### src/verilog/rom_pkg.sv
/* rom subsystem package
   widths, divider ratio, controller states and bus structs */

package rom_pkg;

    // data and address widths of the prom
    localparam int ROM_DW = 8;
    localparam int ROM_AW = 10;

    // number of prom words
    localparam int ROM_WORDS = 2 ** ROM_AW;

    // byte count needs one more bit, it can reach ROM_WORDS
    localparam int ROM_CW = ROM_AW + 1;

    // saturation value of the byte count
    localparam logic [ROM_CW-1:0] COUNT_MAX = ROM_CW'(ROM_WORDS);

    // game side read enable, one clock in CEN_DIV
    localparam int CEN_DIV = 4;

    // width of the divider phase counter
    localparam int CEN_PW = $clog2(CEN_DIV);

    // controller states
    typedef enum logic [1:0] {
        IDLE = 2'd0,
        LOAD = 2'd1,
        SCAN = 2'd2,
        RUN  = 2'd3
    } load_state_t;

    // host download port
    typedef struct packed {
        logic              active;  // high for the whole download
        logic              wr;      // one cycle per byte
        logic [ROM_DW-1:0] data;
    } dl_bus_t;

    // status word seen by the host and game side
    typedef struct packed {
        logic              busy;
        logic              ready;
        logic              overflow;  // sticky until next download
        logic [ROM_DW-1:0] sum;
        logic [ROM_CW-1:0] count;     // bytes loaded, saturating
    } rom_status_t;

endpackage

### src/verilog/rom_sum_accum.sv
/* rom checksum accumulator
   adds prom words one clock after each scan read, modulo 256 */

`timescale 1ns/1ps

module rom_sum_accum
    import rom_pkg::*;
(
    input  logic              clk,
    input  logic              arst_n,
    input  logic              clear,
    input  logic              rd_issued,
    input  logic [ROM_DW-1:0] q,
    output logic [ROM_DW-1:0] sum
);

    // read issued last clock, q now holds its word
    logic rd_valid;

    // one cycle delay to match prom latency
    always_ff @(posedge clk or negedge arst_n) begin
        if (!arst_n) begin
            rd_valid <= 1'b0;
        end else if (clear) begin
            // pending read belongs to the old scan
            rd_valid <= 1'b0;
        end else begin
            rd_valid <= rd_issued;
        end
    end

    // sum wraps naturally at 8 bits
    always_ff @(posedge clk or negedge arst_n) begin
        if (!arst_n) begin
            sum <= '0;
        end else if (clear) begin
            sum <= '0;
        end else if (rd_valid) begin
            sum <= sum + q;
        end
    end

endmodule

### config.mk
export PLATFORM = sky130hd
export DESIGN_NAME = rom_sum_accum
export DESIGN_NICKNAME = d
export VERILOG_FILES = /design/src/verilog/rom_pkg.sv /design/src/verilog/rom_sum_accum.sv
export SDC_FILE = /design/constraint.sdc
export NUM_CORES = 1
export LEC_CHECK = 0
export BUFFER_PORTS_ARGS = -buffer_cell sky130_fd_sc_hd__buf_2
export CORE_AREA = 10 10 47 49
export CTS_BUF_LIST = sky130_fd_sc_hd__clkbuf_8
export DETAILED_ROUTE_END_ITERATION = 8
export DIE_AREA = 0 0 57 59
export PLACE_DENSITY = 0.79
export SLEW_MARGIN = 20
export SYNTH_ARGS = -nofsm -noshare
export SYNTH_HDL_FRONTEND = slang
export SYNTH_SLANG_ARGS = --single-unit
export TNS_END_PERCENT = 5
### constraint.sdc
create_clock -name clk -period 4.8 [get_ports clk]
set_input_delay 0.96 -clock clk [delete_from_list [all_inputs] [get_ports clk]]
set_output_delay 0.96 -clock clk [all_outputs]
set_load 0.01 [all_outputs]
# Word-level counts from Yosys, hierarchy flattened
# Index checks and enable logic that the tools add are counted.
# Widths: inputs -> output; s select.
[op_classes]
n_addsub = 1
n_reduce_logical = 1
muxes = 3
[op_table]
columns = ["operator", "count"]
rows = [
  ["$mux 8", 2],
  ["$add 8x8->8", 1],
  ["$reduce_bool 2->1", 1],
  ["$mux 1", 1],
]
[totals]
regBits = 9
elab_cells = 7
input_bits = 12
out_inout_bits = 8

# Longest topological paths before layout
[logic_depth]
ltp_word = 3
mapped_depth = 7
ltp_nobuf = 7

# Least setup slack after synthesis
# Ideal clock, no wire load.
[synth_timing]
kind = "input-to-reg"
from = "in q[0]"
to = "reg sum[6]"
required_ns = 4.666
setup_slack_ns = 2.410
n_path_buf = 0
path_stages = 7
setup_ns = 0.134
arrival_ns = 2.256
cell_sequence = "ha_1 -> fa_1 -> a21o_2 -> a21oi_1 -> o21ai_0 -> nand3_1 -> o211ai_1"
[synth_between]
elab_chain_len = 3
[synth_rtl]
columns = ["item", "line", "text"]
rows = [
  ["start: declaration", "rom_sum_accum.sv:13", "input logic [ROM_DW-1:0] q,"],
  ["$add 8x8->8", "rom_sum_accum.sv:39", "sum <= sum + q;"],
  ["$mux 8", "rom_sum_accum.sv:38", "end else if (rd_valid) begin"],
  ["$mux 8", "rom_sum_accum.sv:36", "end else if (clear) begin"],
  ["end signal: assignment", "rom_sum_accum.sv:39", ""],
  ["end: declaration", "rom_sum_accum.sv:14", "output logic [ROM_DW-1:0] sum"],
]
# Every way passes these cells. The select of a mux whose other input is x is not followed.
# A chain may end at the register's enable or synchronous reset.

# Worst setup path after layout
# Same ends and word-level chain as after synthesis.

==> impl_metrics.json <==
{
  "outcome": "completed",
  "io_buffers": 19,
  "syn-cell-area_um2": 681,
  "viasPerCell": 5.67,
  "clk_pin_slew_ns": 0.04,
  "synth_top_family_by_area": "compound AO/OA/AOI/OAI gates",
  "rsz0062_at_grt": "false",
  "ys_types": 31,
  "critPathMaxFanout": 3,
  "dr.max_layer_used": "met4",
  "overflow": 0,
  "peakVddDrop_v": 0.000170,
  "finalHoldViolations": 0,
  "post_cts_resized": 0,
  "fin_cells": 105,
  "arrival_ns": 2.49,
  "firstDrtPassIters": 4,
  "ys_seq_area_frac": 0.331,
  "fp.dieArea_um2": 3360,
  "wl_met2_um": 793,
  "min_period_ns": 2.38,
  "cts.sinks": 9,
  "yosys_most_used_dff": "dfrtp_1",
  "fillers": 126,
  "drive_gt1_frac": 0.292,
  "skew_ns": 0.00858,
  "required_ns": 4.91,
  "numCtsBuffers": 3,
  "cap_violations": 0,
  "synth-adder-area-share": 0.158,
  "startpoint_type": "input pin",
  "n_antenna_cell": 0,
  "syn_inst": 68,
  "setup_tns_ns": 0,
  "yosys.area_share.simple": 0.180,
  "drt-initial-drc-count": 7,
  "wl_met1_um": 658,
  "power.leakage_nw": 0.415,
  "io_pins": 20,
  "finalPower_mw": 0.236,
  "cts.htree.levels": 1,
  "die_y_um": 59,
  "via_count": 595,
  "dp_cells": 101,
  "holdBufCountCts": 0,
  "max-slew-margin-rel": 0.655,
  "grt_first_pass_wirelength_mm": 2.71,
  "cts_tree": "built",
  "max_clock_freq_mhz": 420,
  "synth_mux_area_frac": 0.0809,
  "synth_xor_area_frac": 0.0386,
  "syn_avg_cell_area_um2": 10.0,
  "p_per_area_nw_per_um2": 284,
  "final_common_cell": "buf_2",
  "final_cell_mix": "19 x buf_2, 9 x dfrtp_1, 8 x nor2_1, 7 x ha_1, 5 x nand2_1",
  "syn_nets": 88,
  "period_share": 0.496,
  "routed-wl-met3_um": 67,
  "grt_antenna_before_repair": 0,
  "cts_root_buf": "clkbuf_8",
  "r2r_setup_slack_ns": 2.85,
  "clock_latency_ns": 0.24,
  "hpwl_mm": 1.25,
  "synth_compound_area_frac": 0.193,
  "wl_mm": 1.56,
  "finalMaxSlewViolations": 0,
  "gp_congestion": 0.834,
  "ant_nets": 0,
  "worstMarginPinSlew_ns": 0.517,
  "wl_per_cell_um": 14.8,
  "coreArea_um2": 1400,
  "nNetsFinal": 110,
  "postCtsSetupBuffers": 0,
  "grt_usage": 0.101,
  "die_x_um": 57,
  "cts.path.max_buffers": 2,
  "synth_edf_count": 0,
  "hold_path.class": "flop to flop",
  "drc": 0,
  "crit_type": "input pin to flop",
  "grt_max_degree": 16,
  "fp-row-count": 14,
  "area_delta_synth_final_pct": 21.7,
  "cp-end-kind": "flop",
  "synth_seq_cells": 9,
  "setup_viol": 0,
  "yosys_warnings": 0,
  "start_util": 0.486,
  "first_global_vias": 662,
  "async_flop_share": 1.00
}
worst paths after layout:
| kind | startpoint | to | depth (start not counted) |
|---|---|---|---|
| setup / recovery | q[0] | sum[6] | 8 |
| hold / removal | sum[5] | sum[5] | 1 |
| setup reg to reg | sum[0] | sum[6] | 7 |
| hold reg to reg | sum[5] | sum[5] | 1 |
| max in group asynchronous | arst_n | sum[6] | 1 |
| min in group asynchronous | arst_n | sum[0] | 1 |
registers in the layout, indices dropped and copies added, names as in the netlist:
register,count
rd_valid,1
sum,8
stage by stage:
step / worst slack (ns) / hold slack (ns) / cell area (um^2) / utilization
5_1_grt: 2.32 / 0.524 / 828 / 0.591
4_1_cts: 2.42 / 0.518 / 828 / 0.591
3_3_place_gp: 2.25 / 0.497 / 783 / 0.559
2_1_floorplan: 2.41 / 0.551 / 681 / -
3_5_place_dp: 2.18 / 0.511 / 783 / 0.559
6_report: 2.42 / 0.511 / 828 / 0.591
logic make-up (layout without fill, tap and decap cells):
family                     after synthesis  after routing
and+or+nand+nor                         23             23
AOI/OAI and AO/OA                       18             18
DFF                                      9              9
adders and majority gates                8              8
muxes                                    5              5
xor gates and xnor gates                 3              3
buffers and inverters                    2             23
layer usage:
metal | track usage | vias to the layer above
li1 | - | 296
met1 | 0.0955 | 282
met2 | 0.178 | 11
met3 | 0.0429 | 6
met4 | 0.0638 | 0
met5 | 0 | -
synth_stat cells, drive strengths merged, types with 2 or more instances:
library cell / instances / area share
ha: 7 / 0.13
xnor2: 3 / 0.039
a211oi: 3 / 0.040
nand2: 5 / 0.028
mux2i: 4 / 0.059
o21ai: 2 / 0.015
buf: 2 / 0.018
nand3: 3 / 0.022
dfrtp: 9 / 0.33
nor2: 8 / 0.044
a21o: 3 / 0.035
a21oi: 5 / 0.042
critical path, cell delays in order:
cell      delay, ns
buf_2          0.10
ha_1           0.24
fa_1           0.41
a21o_2         0.22
a21oi_1        0.22
o21ai_0        0.14
nand3_1        0.10
o211ai_1       0.09
layout make-up:
class	count	area, um^2	share of cell area
clock buffer	3	41.3	0.0498
clock inverter	1	3.75	0.00453
multi-input combinational	57	443	0.535
sequential	9	225	0.272
tap	16	20.0	0.0242
timing repair buffer	19	95.1	0.115
power by group:
| group | leakage (nW) | switching [mW] | internal (mW) |
|---|---|---|---|
| clock | 0.0269 | 0.0344 | 0.0561 |
| combinational | 0.267 | 0.0302 | 0.0272 |
| sequential | 0.121 | 0.00607 | 0.0816 |
| total | 0.415 | 0.0707 | 0.165 |
Note: power is estimated with default switching activity, not from simulation.
