[config.mk]
export PLATFORM = sky130hd
export DESIGN_NAME = rom_addr_counter
export DESIGN_NICKNAME = d
export VERILOG_FILES = /design/src/verilog/rom_pkg.sv /design/src/verilog/rom_addr_counter.sv
export SDC_FILE = /design/constraint.sdc
export NUM_CORES = 1
export LEC_CHECK = 0
export ABC_AREA = 0
export BUFFER_PORTS_ARGS = -buffer_cell sky130_fd_sc_hd__buf_2
export CAP_MARGIN = 30
export CELL_PAD_IN_SITES_DETAIL_PLACEMENT = 1
export CELL_PAD_IN_SITES_GLOBAL_PLACEMENT = 1
export CORE_MARGIN = 3
export CORE_UTILIZATION = 35
export DETAILED_ROUTE_END_ITERATION = 10
export PLACE_DENSITY = 0.74
export SYNTH_ARGS = -nofsm -noshare
export SYNTH_HDL_FRONTEND = slang
export SYNTH_SLANG_ARGS = --single-unit
[constraint.sdc]
create_clock -name clk -period 1.8 [get_ports clk]
set_clock_uncertainty 0.1 [all_clocks]
set_input_delay 0.54 -clock clk [delete_from_list [all_inputs] [get_ports clk]]
set_output_delay 0.54 -clock clk [all_outputs]
set_load 0.005 [all_outputs]
[src/verilog/rom_pkg.sv]
/* rom subsystem package
   widths, divider ratio, controller states and bus structs */

package rom_pkg;

    // data and address widths of the prom
    localparam int ROM_DW = 8;
    localparam int ROM_AW = 10;

    // number of prom words
    localparam int ROM_WORDS = 2 ** ROM_AW;

    // byte count needs one more bit, it can reach ROM_WORDS
    localparam int ROM_CW = ROM_AW + 1;

    // saturation value of the byte count
    localparam logic [ROM_CW-1:0] COUNT_MAX = ROM_CW'(ROM_WORDS);

    // game side read enable, one clock in CEN_DIV
    localparam int CEN_DIV = 4;

    // width of the divider phase counter
    localparam int CEN_PW = $clog2(CEN_DIV);

    // controller states
    typedef enum logic [1:0] {
        IDLE = 2'd0,
        LOAD = 2'd1,
        SCAN = 2'd2,
        RUN  = 2'd3
    } load_state_t;

    // host download port
    typedef struct packed {
        logic              active;  // high for the whole download
        logic              wr;      // one cycle per byte
        logic [ROM_DW-1:0] data;
    } dl_bus_t;

    // status word seen by the host and game side
    typedef struct packed {
        logic              busy;
        logic              ready;
        logic              overflow;  // sticky until next download
        logic [ROM_DW-1:0] sum;
        logic [ROM_CW-1:0] count;     // bytes loaded, saturating
    } rom_status_t;

endpackage

[src/verilog/rom_addr_counter.sv]
/* rom address counter
   shared load and scan address with clear, step and wrap flag */

`timescale 1ns/1ps

module rom_addr_counter
    import rom_pkg::*;
(
    input  logic              clk,
    input  logic              arst_n,
    input  logic              clear,
    input  logic              step,
    output logic [ROM_AW-1:0] addr,
    output logic              last
);

    logic [ROM_AW-1:0] base;
    logic [ROM_AW-1:0] addr_nxt;

    // clear first, then step
    // a byte taken together with clear lands on 0 and moves to 1
    always_comb begin
        base     = clear ? '0 : addr;
        addr_nxt = base + ROM_AW'(step);
    end

    // wraps from the top word back to 0
    always_ff @(posedge clk or negedge arst_n) begin
        if (!arst_n) begin
            addr <= '0;
        end else begin
            addr <= addr_nxt;
        end
    end

    // top word, a write here wraps
    assign last = (addr == {ROM_AW{1'b1}});

endmodule

# Word level (Yosys, flattened, before mapping)
# Cells that the tools add are included.
# classes
add_sub_neg	1
mul	0
div_mod_pow	0
n_lt_le_gt_ge	0
eq_ne	1
shift	0
n_mux	1
n_bitwise	0
reduce_logical	0
# op_table
operator	n
adder 10 x 1 -> 10 bit	1
equality test 10 bit, second input constant	1
two-way mux 10 bit	1
# word_totals
reg_bits	10
latchBits	0
mem_bits_rw	0
romBits	0
input_bits	4
out_inout_bits	11
n_memories	0

# Logic depth before layout (Yosys ltp)
# Gate-level depths: netlist (run 1).
# depth
word_depth	2
depth_mapped	7

# Worst setup path before layout (run 1)
# Ideal clock, no wire load.
# synth_timing
path_type	input-to-reg
from	in clear
to	reg addr[8]
setup_time_ns	0.077
arrival_ns	1.782
t_required_ns	1.623
path_slack_ns	-0.160
stages	7
path_buffers	1
path_cell_list	buf_6 -> nor2b_1 -> ha_1 -> ha_1 -> nand2_1 -> or4_1 -> a21oi_1
# synth_between
elab_chain_cells	2
# synth_lines
item	line	rtl
start: declaration	rom_addr_counter.sv:11	input logic clear,
two-way mux 10 bit	rom_addr_counter.sv:23	base = clear ? '0 : addr;
adder 10 x 1 -> 10 bit	rom_addr_counter.sv:24	addr_nxt = base + ROM_AW'(step);
via addr_nxt[8]	rom_addr_counter.sv:18	logic [ROM_AW-1:0] addr_nxt;
end signal: assignment	rom_addr_counter.sv:32	addr <= addr_nxt;
end: declaration	rom_addr_counter.sv:13	output logic [ROM_AW-1:0] addr,
# The timed path passes the listed nets, and every way through them passes these cells.

# Worst setup path in the final report (run 1)
# layout_timing
from	reg addr[9]
to	out last
# layout_between
elab_chain_cells	1
# layout_lines
item	line	rtl
equality test 10 bit	rom_addr_counter.sv:37	assign last = (addr == {ROM_AW{1'b1}});
end: declaration	rom_addr_counter.sv:14	output logic last
# Every way passes these cells.

==> run summary, run 1 <==
============================================================================
Worst ir drop on vdd                                                  352 uV
Total negative setup slack                                              0 ns
Capturing element type of the critical path                      output port
Net load switching power                                           0.0970 mW
Number of clock sinks                                                     10
Internal Dissipation                                                0.330 mW
Die Area                                                            1860 um2
Count of pins on the block boundary                                       15
FF+latch count, synth                                                     10
Global router's overall resource usage                                 15.0%
Critical Path Source Type                                          flip-flop
Final design utilization                                               58.5%
Largest register FFs                                                      10
Footprint of the flip-flops and latches                              253 um2
Slew of the pin with the lowest slew margin                         0.226 ns
Static Leak                                                         0.338 nW
Ratio of total power to cell area                                 608 nW/um2
Fill cell instance count of the final layout                             152
Width of the die                                                     43.1 um
Critical path startpoint                                        addr[9]$_DFF_PN0_
# nets final                                                              81
Data arrival at the endpoint of the critical path                    1.08 ns
Clk buf depth                                                              2
Number of violations of the max-capacitance limit                          0
Initial antenna violation count                                            0
Post-synthesis instance total                                             46
Post-synthesis instance area                                         483 um2
HP Class                                                        input port to async pin
Core Footprint                                                      1200 um2
Length of the first detailed-routing pass in iterations                    2
Reg clk slew, reported paths                                         0.06 ns
Final cell count without fillers                                          87
Number of nets with antenna violations after routing                       0
Relative contribution of the clock network to total power              34.3%
Final cycle utilization of the critical path                           95.5%
Placement Setup Slack                                              -0.150 ns
Number of vias after detailed routing                                    454
Cell Area, Placed                                                    619 um2
DR iter-0 viols                                                            2
Seq/Total Area, Yosys                                                  51.8%
Number of cells on the worst reg-to-reg path                               6
CTS Buf Count                                                              3
Post-DP HPWL                                                          909 um
Total gr overflow                                                          0
Data required time at the worst endpoint                             1.16 ns
First-pass GRT wire length                                           1990 um
DRC violations left                                                        0
Input/output buffers                                                      14
Post-route cell area                                                 703 um2
Clock root cell                                                     clkbuf_4
Register name with the most flops                                       addr
Diode count                                                                0
Crit path kind                                                  flip-flop to output port
Number of distinct library cells after synthesis                          19
Final slew viol count                                                      0
FMAX                                                                 582 MHz
PnR worst setup slack                                              0.0804 ns
H-Tree Depth                                                               1
Total Routed Length                                                  1300 um
Footprint of the multi-input gates                                   258 um2
Average instance area after synthesis                               10.5 um2
Count of final hold-check violations                                       0
Leading cell type in the layout, fill and taps excluded                buf_2
Status                                                          finished clean
Number of vias per cell                                                 5.22
Switching part of the total                                            22.7%
Sequential group share of total power                                  55.8%
Number of nets in the synthesized netlist                                 52
Tightest slew margin relative to the limit                             84.8%
Largest registers                                                  addr (10)
Worst skew pair latency                                              0.26 ns
Beginning of the worst register-to-register path                addr[0]$_DFF_PN0_
Detail-routed net length per standard cell                           14.9 um
Effective utilization at floorplan                                     40.2%
Layout cell share with drive strength beyond 1                         50.7%
Syn-to-layout area delta                                               45.6%
Number of global-route vias before repair                                455
Largest net degree at the start of global routing                         11
Placer Congestion                                                      0.708
DP Cell Count                                                             78
Floorplan die height                                                 43.1 um
Yosys synthesis warning count                                              0
Row count                                                                 12
Setup violation total in the final timing report                           0
TritonCTS clock tree                                                    done
CP max FO                                                                  4
Part of the total power dissipated in combinational logic               9.8%
Period minus WS final                                                1.72 ns
Top library cells by usage in the layout, fill and taps aside   14 x buf_2, 11 x buf_4, 8 x dfrtp_1, 5 x a21oi_1
============================================================================
[cell families after synthesis]
kind of cell | Yosys count | share of synthesized area (%)
buf+inv | 1 | 2.33
compound gates | 10 | 11.4
flops | 10 | 51.8
xor+xnor | 3 | 5.44
fa+ha+maj | 2 | 5.18
simple gates | 20 | 23.8
[path summary, 6_finish.rpt]
path / slack (ns) / endpoint
max: 0.08 / last
min: 0.02 / addr[9]$_DFF_PN0_
max reg2reg: 0.15 / addr[8]$_DFF_PN0_
min reg2reg: 0.47 / addr[9]$_DFF_PN0_
max in group asynchronous: 1.37 / addr[3]$_DFF_PN0_
min in group clk: 0.42 / addr[0]$_DFF_PN0_
[power groups by stage]
| stage | registers [mW] | logic [mW] | clock network (mW) |
|---|---|---|---|
| 2_1_floorplan | 0.244 | 0.0177 | 0 |
| 3_3_place_gp | 0.243 | 0.0373 | 0 |
| 3_5_place_dp | 0.243 | 0.0398 | 0 |
| 4_1_cts | 0.239 | 0.0400 | 0.153 |
| 5_1_grt | 0.240 | 0.0479 | 0.162 |
| 6_report | 0.239 | 0.0420 | 0.147 |
[layout make-up]
cell class / count / share of cell area, %
Tap cell: 14 / 2.49
Multi-Input combinational cell: 35 / 36.7
Clock buffer: 3 / 3.20
Sequential cell: 10 / 35.9
Timing Repair Buffer: 25 / 21.7
[layer usage]
layer | up-vias | track usage (%) | wire length, um
met5 | - | 0 | 0
met4 | 0 | 5.42 | 14
met3 | 4 | 7.63 | 85
met2 | 10 | 24.2 | 645
met1 | 218 | 16.7 | 553
li1 | 222 | - | -
[synth_stat cells, drive strengths merged]
cell,count,area (um2)
xor2,2,17.5
o21ai,3,15.0
or4,2,15.0
ha,2,25.0
dfrtp,10,250
or3,3,20.0
a21oi,5,25.0
buf,1,11.3
nor3,1,5.00
nand2b,1,6.26
nor2,2,7.51
xnor2,1,8.76
nand2,4,15.0
nand4,2,18.8
o31ai,2,15.0
nor2b,2,12.5
nand3,3,15.0
[what timing repair did]
action / 4_1_cts / 5_1_grt
pin swaps: 0 / 1
buffers inserted: 4 / 2
endpoints found under the setup margin: 1 / 1
resized for setup: 1 / 3
hold buffers: 0 / 0
[critical path, cell delays in order, from the launching register on]
cell and delay, ns:
dfrtp_1 0.38, nand4_1 0.12, nor3_2 0.18, buf_2 0.13
[stage by stage]
step | power, mW | hold slack, ns
final | 0.427 | 0.0189
after global routing | 0.450 | 0.0221
after CTS | 0.432 | 0.0211
after detailed placement | 0.283 | 0.310
after global placement | 0.281 | 0.312
after floorplan | 0.261 | 0.144
No activity file was read; power rests on OpenSTA's default activity.
==> inputs of run 2 (changes only) <==
Settings changed: CORE_MARGIN 3 to 1.5.
Clock period 1.8 ns to 1.9 ns, I/O delays scaled along.
==> run summary, run 2 (synthesized netlist as in run 1, its figures left out) <==
============================================================================
Initial antenna violation count                                            0   unchanged
Setup violation total in the final timing report                           0   unchanged
Met2 global-route usage                                                31.0%   was 24.2%
CP max FO                                                                  5   was 4
Part of the total power dissipated in combinational logic               8.6%   was 9.8%
Syn-to-layout area delta                                               40.4%   was 45.6%
Floorplan die height                                                 40.1 um   was 43.1 um
Critical Path Source Type                                          flip-flop   unchanged
Met3 capacity usage during global routing                              6.67%   was 7.63%
DRC violations left                                                        0   unchanged
Tightest slew margin relative to the limit                             84.2%   was 84.8%
Count of pins on the block boundary                                       15   unchanged
CTS Buf Count                                                              3   unchanged
Row count                                                                 13   was 12
Number of violations of the max-capacitance limit                          0   unchanged
Count of final hold-check violations                                       0   unchanged
Top library cells by usage in the layout, fill and taps aside   14 x buf_2, 10 x buf_4, 8 x dfrtp_1, 5 x a21oi_1   was 14 x buf_2, 11 x buf_4, 8 x dfrtp_1, 5 x a21oi_1
Length of the first detailed-routing pass in iterations                    3   was 2
Effective utilization at floorplan                                     37.1%   was 40.2%
Internal Dissipation                                                0.310 mW   was 0.330 mW
Post-route cell area                                                 678 um2   was 703 um2
# nets final                                                              80   was 81
Final cell count without fillers                                          87   unchanged
Number of nets with antenna violations after routing                       0   unchanged
Number of global-route vias before repair                                452   was 455
Detail-routed net length per standard cell                           14.2 um   was 14.9 um
Critical path cell sequence                                     nand4_2 > nor3_1 > buf_2   was nand4_1 > nor3_2 > buf_2
Ratio of total power to cell area                                 596 nW/um2   was 608 nW/um2
Placer Congestion                                                      0.774   was 0.708
Largest net degree at the start of global routing                         11   unchanged
Final slew viol count                                                      0   unchanged
Sequential group share of total power                                  56.2%   was 55.8%
Fill cell instance count of the final layout                             155   was 152
Slew of the pin with the lowest slew margin                         0.235 ns   was 0.226 ns
Net load switching power                                           0.0941 mW   was 0.0970 mW
DP Cell Count                                                             79   was 78
Static Leak                                                         0.325 nW   was 0.338 nW
Worst ir drop on vdd                                                  408 uV   was 352 uV
Switching part of the total                                            23.3%   was 22.7%
Width of the die                                                     40.1 um   was 43.1 um
Leading cell type in the layout, fill and taps excluded                buf_2   unchanged
Core Footprint                                                      1300 um2   was 1200 um2
HP Class                                                        input port to async pin   unchanged
Number of vias after detailed routing                                    457   was 454
Diode count                                                                0   unchanged
Largest register FFs                                                      10   unchanged
Die Area                                                            1610 um2   was 1860 um2
Largest registers                                                  addr (10)   unchanged
Total gr overflow                                                          0   unchanged
FMAX                                                                 546 MHz
Post-DP HPWL                                                          907 um   was 909 um
Input/output buffers                                                      14   unchanged
Register name with the most flops                                       addr   unchanged
Clock root cell                                                     clkbuf_4   unchanged
TritonCTS clock tree                                                    done   unchanged
Slowest stage cell, crit path                                        dfrtp_1   unchanged
Clk buf depth                                                              2   unchanged
Relative contribution of the clock network to total power              35.3%   was 34.3%
Unrepaired setup endpoints after global routing                        false
CTS Hold Buffers Added                                                     0   unchanged
H-Tree Depth                                                               1   unchanged
Total Routed Length                                                  1240 um   was 1300 um
Met1 usage in global routing                                           20.8%   was 16.7%
Global router's overall resource usage                                 18.5%   was 15.0%
Placement Setup Slack                                              -0.109 ns   was -0.150 ns
Reg clk slew, reported paths                                         0.06 ns   about the same
Capturing element type of the critical path                      output port   unchanged
First-pass GRT wire length                                           1890 um   was 1990 um
Final design utilization                                               52.1%   was 58.5%
Number of clock sinks                                                     10   unchanged
Data arrival at the endpoint of the critical path                    1.16 ns   was 1.08 ns
Crit path kind                                                  flip-flop to output port   unchanged
Data required time at the worst endpoint                             1.23 ns   was 1.16 ns
Layout cell share with drive strength beyond 1                         47.2%   was 50.7%
Status                                                          finished clean   unchanged
Busiest layer in global routing                                         met2   unchanged
PnR worst setup slack                                              0.0686 ns   was 0.0804 ns
Number of vias per cell                                                 5.25   was 5.22
Cell Area, Placed                                                    616 um2   was 619 um2
Highest cell delay on the worst timing path                          0.40 ns   was 0.38 ns
Worst skew pair latency                                              0.26 ns   about the same
DR iter-0 viols                                                            1   was 2
Period minus WS final                                                1.83 ns
Final cycle utilization of the critical path                           96.4%
============================================================================
[run 2: per-stage QoR]
| step | power [mW] | hold slack (ns) | TNS (ns) |
|---|---|---|---|
| 3_3_place_gp | 0.266 | 0.343 | -0.121 |
| 2_1_floorplan | 0.246 | 0.174 | 0 |
| 6_report | 0.404 | 0.0597 | 0 |
| 4_1_cts | 0.409 | 0.0584 | 0 |
| 5_1_grt | 0.426 | 0.0692 | 0 |
| 3_5_place_dp | 0.267 | 0.344 | -0.293 |
[run 2: final cells by class]
class	count	area [um2]	area share (%)
clock buffer	3	22.5	3.32
multi-input combinational	35	239	35.2
sequential	10	253	37.3
tap	15	18.8	2.77
timing repair buffer	24	145	21.4
[run 2: metal layers]
metal	up-vias	part of all wire, %	routed length [um]
li1	219	-	-
met1	224	44	541
met2	14	50	624
met3	0	5.9	73
met4	0	0	0
met5	-	0	0
[run 2: worst paths after layout]
path / cells past startpoint / endpoint / slack [ns] / start
hold / removal: 1 / addr[8]$_DFF_PN0_ / 0.06 / arst_n
min in group clk: 2 / addr[0]$_DFF_PN0_ / 0.46 / step
setup reg to reg: 5 / addr[9]$_DFF_PN0_ / 0.20 / addr[0]$_DFF_PN0_
hold reg to reg: 2 / addr[9]$_DFF_PN0_ / 0.47 / addr[9]$_DFF_PN0_
setup / recovery: 3 / last / 0.07 / addr[5]$_DFF_PN0_
max in group asynchronous: 1 / addr[3]$_DFF_PN0_ / 1.42 / arst_n
[run 2: worst max-delay path: cells and delay by family, from the launching register on]
family | cells | cell delay [ns]
flip-flops | 1 | 0.40
buffers and inverters | 1 | 0.14
AND/OR/NAND/NOR | 2 | 0.37
[run 2: what timing repair did]
action / 4_1_cts / 5_1_grt
setup endpoints to repair: 1 / 1
gates resized for setup: 1 / 1
setup buffers: 0 / 5
endpoints found under the hold margin: 0 / 0
[run 2: power groups by stage]
stage          Sequential (mW)  Combinational, mW  Clock (mW)
2_1_floorplan            0.230             0.0155           0
5_1_grt                  0.228             0.0393       0.159
6_report                 0.227             0.0347       0.142
3_3_place_gp             0.231             0.0350           0
3_5_place_dp             0.231             0.0357           0
4_1_cts                  0.227             0.0358       0.146
==> inputs of run 3 (changes only) <==
--- a/config.mk
+++ b/config.mk
@@ -15,4 +15,5 @@
 export DETAILED_ROUTE_END_ITERATION = 10
 export PLACE_DENSITY = 0.74
+export SKIP_CTS_REPAIR_TIMING = 1
 export SYNTH_ARGS = -nofsm -noshare
 export SYNTH_HDL_FRONTEND = slang
==> constraint.sdc (replaced) <==
create_clock -name clk -period 1.9 [get_ports clk]
set_clock_uncertainty 0.1 [all_clocks]
set_input_delay 0.57 -clock clk [delete_from_list [all_inputs] [get_ports clk]]
set_output_delay 0.57 -clock clk [all_outputs]
set_load 0.05 [all_outputs]
==> run summary, run 3 (synthesized netlist as in run 1, its figures left out) <==
============================================================================
Status                                                          finished, violations left   was finished clean
Failing checks                                                  negative setup slack
Static Leak                                                         0.353 nW   was 0.325 nW
Number of vias per cell                                                 5.24   was 5.25
Period minus WS final                                                1.90 ns   was 1.83 ns
Unrepaired setup endpoints after global routing                         true   was false
Highest cell delay on the worst timing path                          0.43 ns   was 0.40 ns
Reg clk slew, reported paths                                         0.08 ns   was 0.06 ns
Worst ir drop on vdd                                                  655 uV   was 408 uV
Data required time at the worst endpoint                             1.23 ns   about the same
Count of pins on the block boundary                                       15   unchanged
Clk buf depth                                                              2   unchanged
DR iter-0 viols                                                            3   was 1
Worst skew pair latency                                              0.28 ns   was 0.26 ns
First-pass GRT wire length                                           1890 um   unchanged
Count of final hold-check violations                                       0   unchanged
Critical path cell sequence                                     nand4_4 > nor3_4 > buf_6   was nand4_2 > nor3_1 > buf_2
Floorplan die height                                                 40.1 um   unchanged
Total negative setup slack                                      -0.000810 ns   was 0 ns
Hold slack                                                         0.0361 ns   was 0.0597 ns
Die Area                                                            1610 um2   unchanged
Total gr overflow                                                          0   unchanged
Effective utilization at floorplan                                     37.1%   unchanged
Leading cell type in the layout, fill and taps excluded                buf_2   unchanged
Core Footprint                                                      1300 um2   unchanged
Layout cell share with drive strength beyond 1                         60.0%   was 47.2%
Slew of the pin with the lowest slew margin                         0.245 ns   was 0.235 ns
Final design utilization                                               56.9%   was 52.1%
Tightest slew margin relative to the limit                             83.7%   was 84.2%
Input/output buffers                                                      14   unchanged
Width of the die                                                     40.1 um   unchanged
H-Tree Depth                                                               1   unchanged
Final cycle utilization of the critical path                            100%   was 96.4%
Number of vias after detailed routing                                    472   was 457
Number of nets with antenna violations after routing                       0   unchanged
Largest registers                                                  addr (10)   unchanged
Global router's overall resource usage                                 18.9%   was 18.5%
Length of the first detailed-routing pass in iterations                    3   unchanged
Number of violations of the max-capacitance limit                          0   unchanged
Footprint of the flip-flops and latches                              263 um2   was 253 um2
HP Class                                                        input port to async pin   unchanged
Number of clock sinks                                                     10   unchanged
Footprint of the multi-input gates                                   256 um2   was 239 um2
Pwr Total                                                           0.499 mW   was 0.404 mW
Post-DP HPWL                                                          853 um   was 907 um
Ratio of total power to cell area                                 674 nW/um2   was 596 nW/um2
Number of global-route vias before repair                                407   was 452
Total Routed Length                                                  1410 um   was 1240 um
Detail-routed net length per standard cell                           15.7 um   was 14.2 um
# nets final                                                              82   was 80
DP Cell Count                                                             79   unchanged
Placer Congestion                                                      0.721   was 0.774
Register name with the most flops                                       addr   unchanged
Data arrival at the endpoint of the critical path                    1.23 ns   was 1.16 ns
Critical Path Source Type                                          flip-flop   unchanged
Diode count                                                                0   unchanged
Initial antenna violation count                                            0   unchanged
Capturing element type of the critical path                      output port   unchanged
Final slew viol count                                                      0   unchanged
Row count                                                                 13   unchanged
PnR worst setup slack                                           -0.000810 ns   was 0.0686 ns
Largest net degree at the start of global routing                         11   unchanged
CP max FO                                                                  5   unchanged
Top library cells by usage in the layout, fill and taps aside   13 x buf_2, 12 x buf_4, 10 x dfrtp_2, 5 x a21oi_1, 4 x nand2_1   was 14 x buf_2, 10 x buf_4, 8 x dfrtp_1, 5 x a21oi_1
TritonCTS clock tree                                                    done   unchanged
Syn-to-layout area delta                                               53.4%   was 40.4%
Fill cell instance count of the final layout                             152   was 155
Crit path kind                                                  flip-flop to output port   unchanged
Clock root cell                                                     clkbuf_4   unchanged
FMAX                                                                 526 MHz   was 546 MHz
Slowest stage cell, crit path                                        dfrtp_2   was dfrtp_1
DRC violations left                                                        0   unchanged
Final cell count without fillers                                          90   was 87
Setup violation total in the final timing report                           1   was 0
Largest register FFs                                                      10   unchanged
CTS Buf Count                                                              3   unchanged
============================================================================
-- run 3: final timing paths --
kind / endpoint / depth (start not counted) / startpoint / slack (ns)
max in group asynchronous: addr[4]$_DFF_PN0_ / 1 / arst_n / 1.45
setup / recovery: last / 3 / addr[3]$_DFF_PN0_ / -0.0008
setup reg to reg: addr[9]$_DFF_PN0_ / 5 / addr[0]$_DFF_PN0_ / 0.16
min in group clk: addr[0]$_DFF_PN0_ / 2 / step / 0.42
hold reg to reg: addr[8]$_DFF_PN0_ / 2 / addr[8]$_DFF_PN0_ / 0.48
hold / removal: addr[7]$_DFF_PN0_ / 1 / arst_n / 0.04
-- run 3: routing by layer --
| metal | vias to the layer above | wire (um) | global-route usage [%] |
|---|---|---|---|
| li1 | 224 | - | - |
| met1 | 234 | 641 | 24.7 |
| met2 | 10 | 673 | 27.0 |
| met3 | 4 | 58 | 5.00 |
| met4 | 0 | 40 | 12.9 |
| met5 | - | 0 | 0 |
-- run 3: through the flow --
step | worst slack [ns] | area, um2
2_1_floorplan | -0.00438 | 522
3_3_place_gp | -0.109 | 637
3_5_place_dp | -0.156 | 637
4_1_cts | -0.0869 | 673
5_1_grt | -0.0470 | 741
6_report | -0.000810 | 741
-- run 3: critical path, delay by kind of cell, from the launching register on --
family	cells	cell delay, ns
buffers and inverters	1	0.18
and+or+nand+nor	2	0.34
DFF	1	0.43
-- run 3: final cells by class --
cell class                 count  area share [%]
clock buffer                   4            4.90
multi-input combinational     35            34.6
sequential                    10            35.5
tap                           15            2.53
timing repair buffer          26            22.5
-- run 3: where the power goes --
group          internal (mW)  switching (mW)
clock network          0.117          0.0915
logic                 0.0198          0.0442
registers              0.221         0.00605
