--- config.mk ---
export PLATFORM = sky130hd
export DESIGN_NAME = rom_load_ctrl
export DESIGN_NICKNAME = d
export VERILOG_FILES = /design/src/verilog/rom_pkg.sv /design/src/verilog/rom_load_ctrl.sv
export SDC_FILE = /design/constraint.sdc
export NUM_CORES = 1
export LEC_CHECK = 0
export BUFFER_PORTS_ARGS = -buffer_cell sky130_fd_sc_hd__buf_4
export CAP_MARGIN = 5
export CORE_MARGIN = 5
export CORE_UTILIZATION = 34
export CTS_BUF_LIST = sky130_fd_sc_hd__clkbuf_16
export CTS_CLUSTER_SIZE = 20
export DETAILED_ROUTE_END_ITERATION = 10
export SETUP_SLACK_MARGIN = 0.1
export SYNTH_ARGS = -nofsm -noshare
export SYNTH_HDL_FRONTEND = slang
export SYNTH_SLANG_ARGS = --single-unit
--- constraint.sdc ---
create_clock -name clk -period 4.5 [get_ports clk]
set_input_delay 0.225 -clock clk [delete_from_list [all_inputs] [get_ports clk]]
set_output_delay 0.225 -clock clk [all_outputs]
set_load 0.1 [all_outputs]
--- src/verilog/rom_pkg.sv ---
/* rom subsystem package
   widths, divider ratio, controller states and bus structs */

package rom_pkg;

    // data and address widths of the prom
    localparam int ROM_DW = 8;
    localparam int ROM_AW = 10;

    // number of prom words
    localparam int ROM_WORDS = 2 ** ROM_AW;

    // byte count needs one more bit, it can reach ROM_WORDS
    localparam int ROM_CW = ROM_AW + 1;

    // saturation value of the byte count
    localparam logic [ROM_CW-1:0] COUNT_MAX = ROM_CW'(ROM_WORDS);

    // game side read enable, one clock in CEN_DIV
    localparam int CEN_DIV = 4;

    // width of the divider phase counter
    localparam int CEN_PW = $clog2(CEN_DIV);

    // controller states
    typedef enum logic [1:0] {
        IDLE = 2'd0,
        LOAD = 2'd1,
        SCAN = 2'd2,
        RUN  = 2'd3
    } load_state_t;

    // host download port
    typedef struct packed {
        logic              active;  // high for the whole download
        logic              wr;      // one cycle per byte
        logic [ROM_DW-1:0] data;
    } dl_bus_t;

    // status word seen by the host and game side
    typedef struct packed {
        logic              busy;
        logic              ready;
        logic              overflow;  // sticky until next download
        logic [ROM_DW-1:0] sum;
        logic [ROM_CW-1:0] count;     // bytes loaded, saturating
    } rom_status_t;

endpackage

--- src/verilog/rom_load_ctrl.sv ---
/* rom load controller
   idle, load, scan and run sequencing, prom read select and status */

`timescale 1ns/1ps

module rom_load_ctrl
    import rom_pkg::*;
(
    input  logic              clk,
    input  logic              arst_n,
    input  dl_bus_t           dl,
    input  logic [ROM_AW-1:0] rd_addr,
    input  logic              div_cen,
    input  logic [ROM_AW-1:0] cnt_addr,
    input  logic              cnt_last,
    input  logic [ROM_DW-1:0] sum,
    output logic              cnt_clear,
    output logic              cnt_step,
    output logic              prom_wr_en,
    output logic [ROM_AW-1:0] prom_rd_addr,
    output logic              prom_cen,
    output logic              acc_clear,
    output logic              rd_issued,
    output rom_status_t       status
);

    load_state_t       state;
    logic              active_q;
    logic              rise;
    logic              fall;
    logic              in_scan;
    logic              scan_done;
    logic [ROM_CW-1:0] count;
    logic [ROM_CW-1:0] scan_left;
    logic              ready;
    logic              overflow;

    // download edges
    assign rise = dl.active & ~active_q;
    assign fall = ~dl.active & active_q;

    // every strobe inside an active download is a write
    assign prom_wr_en = dl.active & dl.wr;

    assign in_scan = (state == SCAN);

    // one read per clock until count reads are out
    // a new download aborts the scan
    assign rd_issued = in_scan & (scan_left != '0) & ~rise;

    // last read has been issued, its word is still in flight
    assign scan_done = in_scan & (scan_left == '0) & ~rise;

    // counter restarts on download start, scan start and scan end
    // so it sits at 0 whenever the next download begins
    assign cnt_clear = rise | fall | scan_done;
    assign cnt_step  = prom_wr_en | rd_issued;

    assign acc_clear = rise;

    // scan owns the read port at full rate
    // game side reads follow the divider
    assign prom_rd_addr = in_scan ? cnt_addr : rd_addr;
    assign prom_cen     = in_scan | div_cen;

    // state register
    always_ff @(posedge clk or negedge arst_n) begin
        if (!arst_n) begin
            state    <= IDLE;
            active_q <= 1'b0;
        end else begin
            active_q <= dl.active;
            if (rise) begin
                state <= LOAD;
            end else if (fall) begin
                state <= SCAN;
            end else if (scan_done) begin
                state <= RUN;
            end
        end
    end

    // loaded bytes, saturating at COUNT_MAX
    always_ff @(posedge clk or negedge arst_n) begin
        if (!arst_n) begin
            count <= '0;
        end else if (rise) begin
            // a strobe in the start cycle already counts
            count <= prom_wr_en ? ROM_CW'(1) : '0;
        end else if (prom_wr_en && count != COUNT_MAX) begin
            count <= count + 1'b1;
        end
    end

    // sticky overflow, a write on the top word wraps
    always_ff @(posedge clk or negedge arst_n) begin
        if (!arst_n) begin
            overflow <= 1'b0;
        end else if (rise) begin
            overflow <= 1'b0;
        end else if (prom_wr_en && cnt_last) begin
            overflow <= 1'b1;
        end
    end

    // reads left in the scan
    always_ff @(posedge clk or negedge arst_n) begin
        if (!arst_n) begin
            scan_left <= '0;
        end else if (fall) begin
            scan_left <= count;
        end else if (rd_issued) begin
            scan_left <= scan_left - 1'b1;
        end
    end

    // ready with the final addition, count+2 clocks after the fall
    always_ff @(posedge clk or negedge arst_n) begin
        if (!arst_n) begin
            ready <= 1'b0;
        end else if (rise) begin
            ready <= 1'b0;
        end else if (scan_done) begin
            ready <= 1'b1;
        end
    end

    // status word
    always_comb begin
        status.busy     = (state == LOAD) | in_scan;
        status.ready    = ready;
        status.overflow = overflow;
        status.sum      = sum;
        status.count    = count;
    end

endmodule

-- After elaboration in Yosys (flattened, before gate mapping)
Cells that the tools add are included.
- register bits after elaboration: 27
- bits of input ports: 42
- output and inout port bits: 38
- add/subtract/negate cells: 2
- equal/unequal tests: 3
- multiplexer cells: 13
- bitwise logic cells: 15
- reduce and logical (&&, ||, !) cells: 9
- operators with widths (cell ; count):
    2-to-1 mux 11 bit ; 4
    adder 11 x 1 -> 11 bit (second input constant) ; 1
    logical NOT 11 bit ; 1
    inequality test 11 bit (second input constant) ; 1
    nonzero test 11 bit ; 1
    subtractor 11 x 1 -> 11 bit (second input constant) ; 1
    2-to-1 mux 10 bit ; 1
    nonzero test 2 bit ; 4
    AND 1 bit ; 7
    2-to-1 mux 2 bit ; 3
    2-to-1 mux 1 bit ; 5
    bitwise OR 1 bit ; 5
    NOT 1 bit ; 3
    nonzero test 3 bit ; 1
    equality test 2 x 1 -> 1 bit (second input constant) ; 1
    equality test 2 bit (second input constant) ; 1
    logical AND 1 bit ; 2

-- Depth between registers and ports, before layout
Gate-level depths: netlist (run 1).
- depth after elaboration: 7
- gate-level depth with buffers: 7
- depth with buffers taken out: 6

-- Worst setup path before layout (run 1)
Ideal clock, no wire load.
- kind: flip-flop to output port
- from: register active_q
- to: output port cnt_step
- arrival time: 3.775 ns
- required time: 4.275 ns
- setup slack: 0.500 ns
- stages on the path, launching flop included: 7
- buffers on the path: 1
- path through: dfrtp_1 inv_1 ha_1 clkbuf_1 nand2b_1 a31oi_1 or2_2
- word-level cells in the longest chain between the ends: 5
- ends and longest elaborated chain (what ; line ; text):
    from (decl) ; rom_load_ctrl.sv:28 ; logic active_q;
    from (signal assigned) ; rom_load_ctrl.sv:72 ; active_q <= dl.active;
    NOT 1 bit ; rom_load_ctrl.sv:39 ; assign rise = dl.active & ~active_q;
    AND 1 bit ; rom_load_ctrl.sv:39 ;
    named net acc_clear ; rom_load_ctrl.sv:22 ; output logic acc_clear,
    NOT 1 bit ; rom_load_ctrl.sv:49 ; assign rd_issued = in_scan & (scan_left != '0) & ~rise;
    AND 1 bit ; rom_load_ctrl.sv:49 ;
    named net rd_issued ; rom_load_ctrl.sv:23 ; output logic rd_issued,
    bitwise OR 1 bit ; rom_load_ctrl.sv:57 ; assign cnt_step = prom_wr_en | rd_issued;
    to (decl) ; rom_load_ctrl.sv:18 ; output logic cnt_step,
The timed path passes the listed nets, and every way through them passes these cells.

-- Final worst setup path (run 1)
- from: register scan_left[0]
- to: output port cnt_step
- word-level cells in the longest chain between the ends: 4
- ends and longest elaborated chain (what ; line ; text):
    from (decl) ; rom_load_ctrl.sv:34 ; logic [ROM_CW-1:0] scan_left;
    from (signal assigned) ; rom_load_ctrl.sv:111 ; scan_left <= count;
    from (signal assigned) ; rom_load_ctrl.sv:113 ; scan_left <= scan_left - 1'b1;
    nonzero test 11 bit ; rom_load_ctrl.sv:49 ;
    AND 1 bit (2 in a row) ; rom_load_ctrl.sv:49 ;
    bitwise OR 1 bit ; rom_load_ctrl.sv:57 ;
Every way passes these cells.

==> impl_metrics.csv, run 1 <==
group,metric,value,unit
outcome,outcome,"finished clean",
timing,setup_viol,0,
timing,fin_setup_tns,0,ns
clocking,cts.sinks,27,
floorplan,die_width,81.0,um
floorplan,die-area,6560,sq um
critical_path,slowest_stage,"nor4b_2",
power_and_ir_drop,p_per_area,396,nW/um^2
critical_path,required,4.28,ns
global_route,grt_first_pass_wirelength,7090,um
synthesis,syn_nets,229,
synthesis,syn_inst,180,
floorplan,coreArea,4820,sq um
critical_path,cp_top_family,"simple AND/OR/NAND/NOR gates",
route,ant_nets,0,
synthesis,seq_area_frac_synth,39.4,%
route,wl_per_cell,14.7,um
place,dp.final_hpwl,3240,um
timing,slew_headroom,51.7,%
clocking,cts_root_buf,"clkbuf_16",
finish,finalNetCount,276,
min_path,min-delay-path-class,"primary input to register",
synthesis,synth.avg_cell_area,9.52,sq um
global_route,grt_pass1_vias,1480,
finish,num-fill-cells,494,
synthesis,ys.flop_type,"dfrtp_1",
synthesis,synth_cell_types,40,
timing,worst_slew_pin_slew,0.724,ns
route,drc,0,
synthesis,synth.most_common_cell,"dfrtp_1",
timing,clock.fmax,0.389,GHz
place,preCtsSetupSlack,2.13,ns
global_route,grt_max_degree,28,
critical_path,slowest_delay,0.52,ns
floorplan,num_rows,25,
global_route,antenna_found_initial,0,
timing,fin_skew,0.00342,ns
synthesis,synth_edf_count,0,
global_route,grt_use_total,13.4,%
clocking,path_clk_slew,0.07,ns
synthesis,synth_async_sr_flop_share,100,%
finish,multi_input_comb_area,900,sq um
clocking,cts_resized,0,
power_and_ir_drop,p_sw_share,43.3,%
synthesis,ys_top_cells_by_area,"dfrtp_1, mux2_2, ha_1, xnor2_1, buf_4",
critical_path,crit_arrival,2.35,ns
route,drtIter0Drc,71,
place,io_buffers,55,
critical_path,endpoint_kind,"primary output",
synthesis,yosys_warnings,0,
power_and_ir_drop,leakage,0.997,nW
finish,n_antenna_cell,0,
synthesis,synth_seq_cells,27,
route,firstDrtPassIters,4,
route,viasPerCell,5.09,
finish,fin_util,45.9,%
critical_path,crit_fanout,4,
route,num_vias,1492,
critical_path,crit_chain,"inv_1, ha_1, nor4b_2, a31oi_1, or2_2, buf_4",
power_and_ir_drop,p_clk_share,22.8,%
timing,rsz0062_at_grt,"false",
timing,hold_violations,0,
clocking,tritoncts,"done",
synthesis,synth_area,1710,sq um
floorplan,die_y,81.0,um
timing,period_share,57.2,%
floorplan,ios,80,
finish,area_growth,28.9,%
power_and_ir_drop,intPower,0.496,mW
floorplan,start_util,35.6,%
job,drv_cap,0,
finish,drive_above_1_share,34.5,%
clocking,clk_latency,0.26,ns
critical_path,cp.buffers_inverters,2,
global_route,grt_overflow,0,
timing,worst_slack,1.93,ns
critical_path,start_kind,"register",
route,wl,4300,um
power_and_ir_drop,ir_drop,0.225,mV
synthesis,yosys-top-cells-count,"dfrtp_1, nand2_1, nor2_1, inv_1, mux2_2",
power_and_ir_drop,combPwrFrac,42.6,%
timing,slew_violations,0,
place,gp_congestion,0.810,
clocking,htreeDepth,1,
finish,area.sequential,676,sq um
clocking,clk_path_buf_depth,2,
timing,fin_crit,2.57,ns
critical_path,critPathKind,"register to primary output",
synthesis,synth_area_leader_cell,"dfrtp_1",
power_and_ir_drop,p_switching,0.379,mW
clocking,cts-buffers-inserted,3,
synthesis,synth_top_cell_area_share,39.4,%
power_and_ir_drop,seqPwrFrac,34.5,%
routing by layer:
| layer | vias to the layer above | part of all wire, % | track usage (%) |
|---|---|---|---|
| met4 | 0 | 0.49 | 3.55 |
| met5 | - | 0 | 0 |
| met1 | 721 | 46 | 17.4 |
| li1 | 723 | - | - |
| met3 | 4 | 6.6 | 2.77 |
| met2 | 44 | 47 | 22.7 |
kinds of logic (layout without fill, tap and decap cells):
logic type	count (synthesis)	in the layout	synth area share, %
buffers and inverters	27	73	8.10
adders and majority gates	7	7	5.11
DFF	27	27	39.4
and+or+nand+nor	64	64	20.1
muxes	14	14	8.98
AOI/OAI and AO/OA	31	31	13.2
xor gates and xnor gates	10	10	5.11
metrics by stage:
stage                     instance area (sq um)  hold WS [ns]  power (mW)  cells
after CTS                                  2210         0.129       0.882    293
after global placement                     2120         0.165       0.675    288
after global routing                       2210         0.129       0.921    293
after detailed placement                   2120         0.167       0.680    288
after floorplan                            1710       -0.0706       0.626    180
final                                      2210         0.128       0.875    293
repair_timing:
| action | 4_1_cts | 5_1_grt |
|---|---|---|
| endpoints found under the hold margin | 27 | 0 |
| hold buffers | 1 | 0 |
| setup buffers | 0 | 0 |
| setup endpoints to repair | 0 | 0 |
cell type report:
class / count / share of cell area [%]
flip-flops and latches: 27 / 30.6
multi-input cells: 126 / 40.7
well taps: 67 / 3.79
clock inverters: 1 / 0.170
clock buffers: 3 / 3.40
repair buffers: 56 / 19.1
inverters: 13 / 2.21
power by group through the flow:
| stage | clock network [mW] | logic (mW) | registers [mW] |
|---|---|---|---|
| after floorplan | 0 | 0.293 | 0.333 |
| after global placement | 0 | 0.372 | 0.304 |
| after detailed placement | 0 | 0.375 | 0.306 |
| after CTS | 0.204 | 0.376 | 0.302 |
| after global routing | 0.213 | 0.401 | 0.307 |
| final | 0.200 | 0.373 | 0.302 |
final timing paths:
path | startpoint | to | slack [ns] | depth (start not counted)
worst max register to register | state[0]$_DFFE_PN0P_ | scan_left[9]$_DFFE_PN0P_ | 2.14 | 6
max in group asynchronous | arst_n | count[5]$_DFFE_PN0P_ | 3.83 | 2
worst max-delay path | scan_left[0]$_DFFE_PN0P_ | cnt_step | 1.93 | 6
worst min register to register | overflow$_DFFE_PN0P_ | overflow$_DFFE_PN0P_ | 0.51 | 2
worst min-delay path | dl[9] | active_q$_DFF_PN0_ | 0.13 | 1
min in group asynchronous | arst_n | count[2]$_DFFE_PN0P_ | 0.41 | 2
state kept, by name (all words and copies together), names as in the netlist:
register,cells
overflow,1
ready,1
count,11
state,2
active_q,1
scan_left,11
cell usage in the layout (no fill, tap or decap), types with 7 or more instances in the layout:
master and count:
inv_1 14, buf_4 55, ha_1 7, nand2_1 14
nor2_1 14, o21ai_0 8, dfrtp_1 27, mux2_2 11
nor3_1 7, xnor2_1 9
Note: power is estimated with default switching activity, not from simulation.
==> run 2, diff against run 1 <==
clock period = 2.4 ns   (was 4.5 ns; I/O delays follow)
==> run 2 against run 1 <==
Largest cell class unchanged. Critical path depth stayed put. Count of clock-buffer cells in the layout stayed put. Largest power group unchanged. Clock power is 88% higher.
==> impl_metrics.csv, run 2 (same netlist as run 1, synthesis figures left out) <==
group,metric,value,unit
outcome,outcome,"finished clean",
floorplan,die_width,81.0,um
timing,rsz0062_at_grt,"false",
finish,finalNetCount,280,
critical_path,ff2ff_setup_slack,0.34,ns
finish,stdcell_area,2280,sq um
route,wl,4290,um
route,wl_per_cell,14.4,um
timing,period_share,85.9,%
timing,fin_setup_tns,0,ns
place,io_buffers,55,
timing,hold_violations,0,
route,drtIter0Drc,98,
finish,reg_top3,"count (11), scan_left (11), state (2)",
floorplan,num_rows,25,
floorplan,die_y,81.0,um
critical_path,cp-startpoint,"scan_left[0]$_DFFE_PN0P_",
finish,n_antenna_cell,0,
critical_path,ff2ff_path_depth,6,
timing,slew_headroom,66.6,%
critical_path,critPathKind,"register to primary output",
critical_path,reg2reg_to,"scan_left[9]$_DFFE_PN0P_",
timing,clock.fmax,0.485,GHz
floorplan,ios,80,
clocking,htreeDepth,1,
global_route,grt_max_degree,28,
critical_path,crit_chain,"inv_1, ha_1, nor4b_4, a31oi_4, or2_4, buf_4",
global_route,grt_first_pass_wirelength,7110,um
clocking,tritoncts,"done",
job,drv_cap,0,
place,dp.final_hpwl,3320,um
critical_path,endpoint_kind,"primary output",
critical_path,slowest_delay,0.42,ns
clocking,cts.sinks,27,
route,num_vias,1454,
power_and_ir_drop,p_sw_share,43.3,%
timing,fin_skew,0.00344,ns
global_route,antenna_found_initial,0,
global_route,grt_pass1_vias,1506,
place,gp_congestion,0.859,
power_and_ir_drop,p_switching,0.730,mW
critical_path,crit_arrival,1.94,ns
finish,final_cell_mix,"buf_4, dfrtp_1, inv_1, nor2_1, nand2_1",
floorplan,coreArea,4820,sq um
route,drc,0,
timing,setup_viol,0,
critical_path,endpoint,"cnt_step",
finish,area_growth,33.1,%
power_and_ir_drop,intPower,0.958,mW
finish,drive_above_1_share,37.0,%
place,placed_area,2180,sq um
critical_path,crit_fanout,4,
critical_path,slowest_stage,"dfrtp_1",
floorplan,start_util,35.6,%
clocking,path_clk_slew,0.07,ns
power_and_ir_drop,combPwrFrac,44.2,%
critical_path,start_kind,"register",
timing,slew_violations,0,
clocking,clk_latency,0.26,ns
clocking,cts_root_buf,"clkbuf_16",
critical_path,r2r-start,"active_q$_DFF_PN0_",
power_and_ir_drop,ir_drop,0.426,mV
power_and_ir_drop,p_clk_share,22.2,%
route,ant_nets,0,
floorplan,die-area,6560,sq um
power_and_ir_drop,p_per_area,740,nW/um^2
critical_path,required,2.28,ns
power_and_ir_drop,leakage,1.02,nW
clocking,clk_path_buf_depth,2,
route,firstDrtPassIters,4,
clocking,cts-buffers-inserted,3,
timing,worst_slew_pin_slew,0.494,ns
route,viasPerCell,4.90,
min_path,min-delay-path-class,"primary input to register",
power_and_ir_drop,seqPwrFrac,33.6,%
global_route,grt_use_total,13.6,%
timing,fin_crit,2.06,ns
finish,layout_commonest_cell,"buf_4",
global_route,grt_overflow,0,
run 2: per-layer routing:
metal,up-vias,global-route usage [%],wire (um)
met1,673,18.5,1970
met3,4,2.66,288
met4,0,4.05,29
li1,734,-,-
met5,-,0,0
met2,43,21.8,2000
run 2: critical path: cells and delay by family, from the launching register on:
kind	cells	cell delay, ns
AND/OR/NAND/NOR	2	0.60
flip-flops	1	0.42
buffers and inverters	2	0.30
adder cells (fa/ha/maj)	1	0.20
AO/OA/AOI/OAI	1	0.17
run 2: final cells by class:
cell class | instances | area, sq um
clock buffer | 3 | 75.1
multi-input combinational | 126 | 941
tap | 67 | 83.8
fill | 503 | 2540
timing repair buffer | 60 | 453
sequential | 27 | 676
inverter | 13 | 48.8
clock inverter | 1 | 3.75
run 2: how the worst min path moves through the flow:
stage                start              endpoint  slack [ns]  depth (start not counted)
floorplan           arst_n    active_q$_DFF_PN0_       -0.18                          0
global placement    arst_n  overflow$_DFFE_PN0P_        0.07                          1
detailed placement  arst_n  overflow$_DFFE_PN0P_        0.06                          1
CTS                  dl[9]    active_q$_DFF_PN0_        0.03                          1
global route         dl[9]    active_q$_DFF_PN0_        0.03                          1
finish               dl[9]    active_q$_DFF_PN0_        0.03                          1
run 2: repair_timing:
item / 4_1_cts / 5_1_grt
setup endpoints to repair: 0 / 1
gates resized for setup: 0 / 1
hold endpoints to repair: 27 / 0
hold buffers: 1 / 0
setup buffers: 0 / 0
run 2: power groups by stage:
| stage | Sequential [mW] | Combinational (mW) | Clock [mW] |
|---|---|---|---|
| after floorplan | 0.624 | 0.564 | 0 |
| after global placement | 0.570 | 0.733 | 0 |
| after detailed placement | 0.574 | 0.742 | 0 |
| after CTS | 0.566 | 0.745 | 0.385 |
| after global routing | 0.575 | 0.796 | 0.405 |
| final | 0.568 | 0.746 | 0.375 |
run 2: stage by stage:
stage	hold slack, ns	instances	power [mW]	setup slack, ns	util, %
after detailed placement	0.0638	292	1.32	0.349	45.3
after floorplan	-0.176	180	1.19	0.121	-
final	0.0265	297	1.69	0.338	47.4
after global placement	0.0653	292	1.30	0.364	45.3
after CTS	0.0266	297	1.70	0.238	47.2
after global routing	0.0280	297	1.78	0.203	47.4
==> run 3, diff against run 2 <==
CORE_UTILIZATION = 47   (was 34)
PLACE_DENSITY = 0.81   (was not set)
==> run 3 against run 2 <==
Register-to-register slack improved by 0.02 ns. Largest cell class unchanged. Sequential share of layout area grew 0.43 points. Utilization is 15 points higher. Highest routed layer unchanged. Critical endpoint unchanged. Sequential power shrank 0.9%.
==> impl_metrics.csv, run 3 (same netlist as run 1, synthesis figures left out) <==
group,metric,value,unit
power_and_ir_drop,p_per_area,746,nW/um^2
clocking,post_cts.repair.setup_buffers,0,
clocking,path_clk_slew,0.06,ns
global_route,grt_first_pass_wirelength,6760,um
floorplan,die-area,4950,sq um
critical_path,endpoint_kind,"primary output",
place,io_buffers,55,
place,dp.final_hpwl,3040,um
finish,finalNetCount,280,
timing,slew_headroom,66.3,%
route,num_vias,1499,
floorplan,num_rows,22,
clocking,tritoncts,"done",
place,preCtsSetupSlack,0.361,ns
clocking,cts_root_buf,"clkbuf_16",
critical_path,start_kind,"register",
timing,fin_setup_tns,0,ns
timing,setup_viol,0,
place,dp_cells,273,
timing,fin_crit,2.13,ns
route,viasPerCell,5.39,
route,wl_per_cell,14.4,um
place,gp_congestion,0.835,
min_path,min-delay-path-class,"primary input to register",
floorplan,start_util,47.5,%
global_route,grt_pass1_vias,1468,
job,drv_cap,0,
critical_path,critPathKind,"register to primary output",
critical_path,crit_fanout,4,
clocking,cts.sinks,27,
finish,drive_above_1_share,37.0,%
global_route,grt_overflow,0,
route,firstDrtPassIters,4,
finish,area_growth,31.2,%
finish,reg_top3,"count (11), scan_left (11), state (2)",
timing,worst_slack,0.273,ns
clocking,cts_resized,0,
critical_path,required,2.28,ns
timing,fin_skew,0.00181,ns
route,drc,0,
critical_path,crit_arrival,2.01,ns
timing,rsz0062_at_grt,"false",
finish,fin_util,62.4,%
floorplan,die_width,70.4,um
timing,clock.fmax,0.470,GHz
timing,period_share,88.6,%
finish,layout_commonest_cell,"buf_4",
finish,final_cell_mix,"buf_4, dfrtp_1, inv_1, nor2_1, nand2_1",
timing,worst_slew_pin_slew,0.500,ns
timing,hold_violations,0,
clocking,htreeDepth,1,
global_route,antenna_found_initial,0,
route,ant_nets,0,
route,drtIter0Drc,30,
clocking,clk_path_buf_depth,2,
clocking,clk_latency,0.26,ns
power_and_ir_drop,leakage,1.02,nW
power_and_ir_drop,power,1.68,mW
outcome,outcome,"finished clean",
power_and_ir_drop,ir_drop,0.563,mV
finish,finalNonFillerCells,278,
global_route,grt_use_total,16.5,%
floorplan,coreArea,3610,sq um
finish,n_antenna_cell,0,
floorplan,die_y,70.4,um
route,wl,4010,um
global_route,grt_max_degree,28,
floorplan,ios,80,
timing,slew_violations,0,
clocking,cts-buffers-inserted,3,
==> run 3: cell counts in the layout (fill, tap and decap cells not counted) <==
No cell type changed its count.
==> run 3: timing repair <==
item / in CTS / in global routing
hold buffers: 1 / 0
endpoints found under the hold margin: 27 / 0
setup endpoints to repair: 0 / 0
==> run 3: report_power, final <==
part           switching (mW)  internal (mW)
clock network           0.154          0.223
registers              0.0571          0.506
logic                   0.514          0.222
total                   0.726          0.952
==> run 3: layout make-up <==
type,count,area [sq um]
Clock buffer,3,75.1
Clock inverter,1,3.75
Fill cell,306,1360
Inverter,13,48.8
Multi-Input combinational cell,126,932
Sequential cell,27,676
Tap cell,48,60.1
Timing Repair Buffer,60,453
==> run 3: worst max-delay path, cell delays in order (launching register included) <==
cell,delay [ns]
dfrtp_1,0.41
inv_1,0.07
ha_1,0.23
nor4b_2,0.16
buf_4,0.17
a31oi_4,0.27
or2_4,0.16
buf_4,0.27
==> run 3: metrics by stage <==
stage                     hold WS [ns]  instance area, sq um
after detailed placement        0.0555                  2160
after CTS                       0.0346                  2250
after floorplan                 -0.176                  1750
after global routing            0.0405                  2250
after global placement          0.0553                  2160
final                           0.0336                  2250
==> run 3: per-layer routing <==
layer | global-route usage [%] | vias up | share of wire (%)
met5 | 0 | - | 0
met4 | 5.11 | 0 | 1.5
met3 | 5.90 | 7 | 11
met2 | 27.5 | 61 | 46
met1 | 19.7 | 696 | 42
li1 | - | 735 | -
==> run 3: final timing paths <==
| path | from | to | slack (ns) | depth (start not counted) |
|---|---|---|---|---|
| max | scan_left[0]$_DFFE_PN0P_ | cnt_step | 0.27 | 7 |
| min | dl[9] | active_q$_DFF_PN0_ | 0.03 | 1 |
| max reg2reg | active_q$_DFF_PN0_ | scan_left[9]$_DFFE_PN0P_ | 0.36 | 6 |
| min reg2reg | ready$_DFFE_PN0P_ | ready$_DFFE_PN0P_ | 0.52 | 2 |
| max in group asynchronous | arst_n | state[0]$_DFFE_PN0P_ | 1.83 | 2 |
| min in group asynchronous | arst_n | overflow$_DFFE_PN0P_ | 0.31 | 2 |
